--- config.mk ---
export PLATFORM = sky130hd
export DESIGN_NAME = bus_arbiter
export DESIGN_NICKNAME = d
export VERILOG_FILES = /design/src/hw/apple1_pkg.sv /design/src/hw/bus_arbiter.sv
export VERILOG_INCLUDE_DIRS = /design/src /design/src/hw
export SDC_FILE = /design/constraint.sdc
export NUM_CORES = 1
export LEC_CHECK = 0
export ABC_AREA = 1
export ABC_CLOCK_PERIOD_IN_PS = 800
export BUFFER_PORTS_ARGS = -buffer_cell sky130_fd_sc_hd__clkbuf_2
export CORE_MARGIN = 2
export CORE_UTILIZATION = 36
export DETAILED_ROUTE_END_ITERATION = 10
export GPL_TIMING_DRIVEN = 0
export PLACE_DENSITY = 0.8
export SYNTH_ARGS = -nofsm -noshare
export SYNTH_HDL_FRONTEND = slang
export SYNTH_SLANG_ARGS = --single-unit
--- constraint.sdc ---
create_clock -name sys_clock -period 0.8 [get_ports sys_clock]
set_clock_uncertainty 0.15 [all_clocks]
set_input_delay 0.16 -clock sys_clock [delete_from_list [all_inputs] [get_ports sys_clock]]
set_output_delay 0.16 -clock sys_clock [all_outputs]
set_load 0.05 [all_outputs]
--- src/hw/apple1_consts.svh ---
/*
	apple-1 bus constants
	bus widths, memory map region bounds, memory depths, DAC width
*/
`ifndef APPLE1_CONSTS_SVH
`define APPLE1_CONSTS_SVH

// bus widths
`define APPLE1_ADDR_W      16 // cpu side address
`define APPLE1_DL_ADDR_W   25 // download address, low 16 bits used
`define APPLE1_DATA_W      8

// low system ram
`define APPLE1_RAM_BASE    16'h0000
`define APPLE1_RAM_LAST    16'h3FFF

// 0x4000..0xBFFF was external sdram, now reads as zero

// cassette interface, every access toggles tape out
`define APPLE1_ACI_BASE    16'hC000
`define APPLE1_ACI_LAST    16'hC1FF

// integer basic lives here
`define APPLE1_BASIC_BASE  16'hE000
`define APPLE1_BASIC_LAST  16'hEFFF

// wozmon, runs to the top of the map
`define APPLE1_ROM_BASE    16'hFF00

// memory depths in bytes
`define APPLE1_RAM_DEPTH   16384
`define APPLE1_BASIC_DEPTH 4096
`define APPLE1_ROM_DEPTH   256

// sigma-delta accumulator width
`define APPLE1_DAC_W       16

`endif

--- src/hw/apple1_pkg.sv ---
/*
	apple-1 bus types
	cpu and download port structs, registered bus request, region enum
*/
`default_nettype none

`include "apple1_consts.svh"

package apple1_pkg;

	// cpu side access, qualified by a separate strobe
	typedef struct packed {
		logic [`APPLE1_ADDR_W-1:0] addr;
		logic [`APPLE1_DATA_W-1:0] wdata;
		logic                      we;   // write when set, else read
	} cpu_port_t;

	// download port from the io controller
	typedef struct packed {
		logic [`APPLE1_DL_ADDR_W-1:0] addr;
		logic [`APPLE1_DATA_W-1:0]    data;
		logic                         wr;     // one cycle per byte
		logic                         active; // held over whole download
	} dl_port_t;

	// single registered request seen by the decoder
	typedef struct packed {
		logic [`APPLE1_ADDR_W-1:0] addr;
		logic [`APPLE1_DATA_W-1:0] wdata;
		logic                      we;
		logic                      valid;   // one cycle per access
		logic                      from_dl; // only these may write rom
	} bus_req_t;

	// decoded memory map region
	typedef enum logic [2:0] {
		REG_RAM,
		REG_BASIC,
		REG_ROM,
		REG_ACI,
		REG_NONE
	} region_e;

endpackage

`default_nettype wire

--- src/hw/bus_arbiter.sv ---
/*
	bus_arbiter
	picks download or cpu access, registers it as one bus request
	and drives the download activity led
*/
`timescale 1ns/1ps
`default_nettype none

`include "apple1_consts.svh"

module bus_arbiter import apple1_pkg::*; (
	input  logic      sys_clock,
	input  logic      rst_n_i,
	input  cpu_port_t cpu_i,
	input  logic      cpu_strobe_i,
	input  dl_port_t  dl_i,
	output bus_req_t  req_o,
	output logic      led_o
);

	logic dl_take;  // download byte this cycle
	logic cpu_take; // cpu access, locked out while downloading

	logic                      valid_q;
	logic                      led_q;
	logic [`APPLE1_ADDR_W-1:0] addr_q;
	logic [`APPLE1_DATA_W-1:0] wdata_q;
	logic                      we_q;
	logic                      from_dl_q;

	assign dl_take  = dl_i.active & dl_i.wr;
	assign cpu_take = cpu_strobe_i & ~dl_i.active; // cpu dropped during download

	// control part
	always_ff @(posedge sys_clock or negedge rst_n_i) begin
		if (!rst_n_i) begin
			valid_q <= 1'b0;
			led_q   <= 1'b1; // led off
		end else begin
			valid_q <= dl_take | cpu_take;
			led_q   <= ~dl_take; // active low blink per byte
		end
	end

	// payload, held while idle
	always_ff @(posedge sys_clock) begin
		if (dl_take) begin
			addr_q    <= dl_i.addr[`APPLE1_ADDR_W-1:0]; // upper bits unused
			wdata_q   <= dl_i.data;
			we_q      <= 1'b1;
			from_dl_q <= 1'b1;
		end else if (cpu_take) begin
			addr_q    <= cpu_i.addr;
			wdata_q   <= cpu_i.wdata;
			we_q      <= cpu_i.we;
			from_dl_q <= 1'b0;
		end
	end

	assign req_o = '{addr: addr_q, wdata: wdata_q, we: we_q, valid: valid_q,
		from_dl: from_dl_q};
	assign led_o = led_q;

endmodule

`default_nettype wire

==> flow_summary_export.csv <==
group,metric,value,unit
outcome,outcome,"finished, violations left",
outcome,violations,"hold timing, setup timing",
clock_tree,cts.sinks,28,
detailed_routing,vias_per_cell,4.74,
floorplanning,start_util,38.2,%
sta,post-route-min-period,1.36,ns
critical_path,crit_path_max_fanout,1,
floorplanning,die-area,4100,um2
power_and_ir_drop,seqPwrFrac,43.5,%
global_routing,gr-total-overflow,0,
finish,n_antenna_cell,0,
critical_path,crit_family,"flip-flops",
floorplanning,die_h,64.0,um
finish,layout-drive-gt1-share,52.5,%
power_and_ir_drop,p_int,2900,uW
synthesis,yosysTopAreaCell,"edfxtp_1",
critical_path,critPathBufInv,1,
floorplanning,die_w,64.0,um
synthesis,ys_seq_area_share,62.6,%
floorplanning,core_area,3390,um2
synthesis,synth_area,1300,um2
clock_tree,clkTransAtPathRegs,0.15,ns
critical_path,start_kind,"flip-flop",
critical_path,crit_arrival,1.05,ns
sta,relSlewSlack,88.2,%
floorplanning,rows,21,
synthesis,yosysWarnings,0,
placed_design,port_buffers,79,
power_and_ir_drop,p_sw_share,32.2,%
finish,area_growth_syn_to_layout,66.9,%
critical_path,end_kind,"output pin",
synthesis,synthMuxAreaShare,0,%
clock_tree,h-tree-depth,1,
power_and_ir_drop,power_density,1980,nW/um2
sta,slew_viol_final,0,
sta,layout_setup_ws,-0.556,ns
detailed_routing,drtIter0Drc,78,
synthesis,yosys.cell_types.count,12,
placed_design,hpwl,2.28,mm
placed_design,finalWeightedCongestion,0.752,
detailed_routing,post-route-drc-count,0,
power_and_ir_drop,leakage,0.00105,uW
detailed_routing,dr.pass1.iters,4,
synthesis,synth_top_family_by_area,"simple AND/OR/NAND/NOR gates",
hold_path,hp-start,"cpu_i[0]",
critical_path,r2r-start,"from_dl_q",
critical_path,crit_chain,"buf_8",
synthesis,synth_cells,120,
sta,rsz0062_at_grt,"yes",
synthesis,postSynthAreaPerCell,10.8,um2
critical_path,path_class,"reg -> out",
power_and_ir_drop,power.total,4280,uW
global_routing,grt_start_max_net_pins,26,
detailed_routing,routed-via-count,1185,
clock_tree,hold_buffers,1,
detailed_routing,totalWireLength,3.40,mm
power_and_ir_drop,pwr-share-clk,21.9,%
critical_path,slowest_stage,"dfstp_2",
detailed_routing,ant_nets,0,
global_routing,track_usage,16.3,%
synthesis,synth_top_area_share,55.6,%
clock_tree,cts_tree,"done",
synthesis,syn-num-nets,183,
clock_tree,clock_latency,0.33,ns
synthesis,synthSimpleGateAreaFrac,28.1,%
synthesis,synthXorXnorAreaFrac,0,%
global_routing,grt_pass1_wl,5.18,mm
synthesis,synth_fa_ha_area_share,0,%
global_routing,grt_antenna_before_repair,0,
floorplanning,ioPinCount,91,
hold_path,hp-class,"in -> reg",
synthesis,ys_ff_latch,28,
finish,post-route-util,63.8,%
critical_path,critPathLaunch,"led_o",
sta,fin_crit_sh,170,%
detailed_routing,wire_per_inst,13.6,um
sta,setup_viol,29,
sta,hold_viol,26,
placed_design,dp_slack,-0.368,ns
clock_tree,numCtsBuffers,3,
power_and_ir_drop,peakVddDrop,0.000698,V
power_and_ir_drop,p_switching,1380,uW
synthesis,synthTopCellsByArea,"edfxtp_1, nand2_1, nand3_1",
critical_path,crit_required,0.49,ns
power_and_ir_drop,p_comb_share,34.6,%
synthesis,synth-compound-area-share,0,%
global_routing,grt_pass1_vias,1126,
job,drv_cap,0,
finish,nNetsFinal,268,
sta,hold_slack,-0.0966,ns
sta,clock.fmax,0.737,GHz
clock_tree,clock_path_buffers,2,
sta,tightest_slew,0.177,ns
clock_tree,cts_root_buf,"clkbuf_4",
critical_path,slowest_delay,0.57,ns
finish,num-fill-cells,259,
-- synth_stat cells --
library cell / n
dfstp_2: 1
buf_6: 7
nand2_1: 47
buf_8: 1
edfxtp_1: 24
dfxtp_1: 2
nand3_1: 26
dfrtp_1: 1
inv_1: 1
nand2_8: 1
buf_4: 3
nand2_2: 6
-- cells in the final DEF, fill, tap and decap left out --
cell	instances
clkbuf_2	51
nand2_1	44
nand3_1	26
edfxtp_1	24
clkbuf_8	20
nand2_2	7
buf_8	6
buf_6	6
nand2_8	3
clkbuf_4	3
clkbuf_16	3
buf_12	2
nand2_4	2
dfxtp_2	2
inv_1	1
bufinv_16	1
dlygate4sd3_1	1
dfstp_2	1
dfrtp_1	1
-- state kept, by name, indices dropped and copies added, names as in the netlist --
| register | cells |
|---|---|
| we_q | 1 |
| addr_q | 16 |
| from_dl_q | 1 |
| valid_q | 1 |
| led_o | 1 |
| wdata_q | 8 |
-- repair_timing --
action,in CTS,in global routing
gates cloned,0,2
pin swaps,0,2
hold endpoints to repair,28,26
endpoints found under the setup margin,28,52
buffers inserted,0,1
resized for setup,61,9
-- path summary, 6_finish.rpt --
path                             end  slack (ns)  cells after the start
setup / recovery               led_o       -0.56                      1
setup reg to reg           from_dl_q           0                      3
min in group asynchronous    valid_q       -0.01                      2
hold reg to reg                 we_q        0.35                      2
max in group asynchronous      led_o        0.32                      2
hold / removal                  we_q        -0.1                      3
-- cells by family after synthesis --
kind of cell           Yosys count
buffers and inverters           12
DFF                             28
and+or+nand+nor                 80
-- metal layers --
| metal | vias up | track usage, % | part of all wire, % | routed length [um] |
|---|---|---|---|---|
| li1 | 575 | - | - | - |
| met2 | 69 | 27.6 | 50 | 1690 |
| met4 | 0 | 8.42 | 2.8 | 94 |
| met1 | 532 | 19.9 | 39 | 1330 |
| met3 | 9 | 2.64 | 8.6 | 293 |
| met5 | - | 0 | 0 | 0 |
-- cell type report --
cell class                      instances  area (um2)  area share, %
Multi-Input combinational cell         82         422           19.5
Inverter                                1        3.75          0.174
Tap cell                               46        57.6           2.66
Timing Repair Buffer                   81         702           32.4
Buffer                                  8         111           5.15
Clock inverter                          1        30.0           1.39
Sequential cell                        28         815           37.7
Clock buffer                            3        22.5           1.04
-- worst min-delay path, stage by stage --
cell and delay [ns]:
clkbuf_2 0.07, nand3_1 0.06, nand3_1 0.07
-- power groups by stage --
stage / logic, uW / registers, uW / clock network, uW
6_report: 1480 / 1860 / 938
5_1_grt: 1550 / 1880 / 1000
4_1_cts: 1420 / 1860 / 946
3_5_place_dp: 1170 / 1860 / 0
3_3_place_gp: 1160 / 1850 / 0
2_1_floorplan: 335 / 2370 / 0
-- stage by stage --
step | setup TNS [ns] | instances | instance area, um2
finish | -12.45 | 250 | 2160
global route | -13.41 | 250 | 2160
CTS | -12.52 | 247 | 2110
detailed placement | -16.79 | 245 | 1790
global placement | -16.36 | 245 | 1790
floorplan | -12.55 | 120 | 1340
Power figures use the tool's default switching activity.
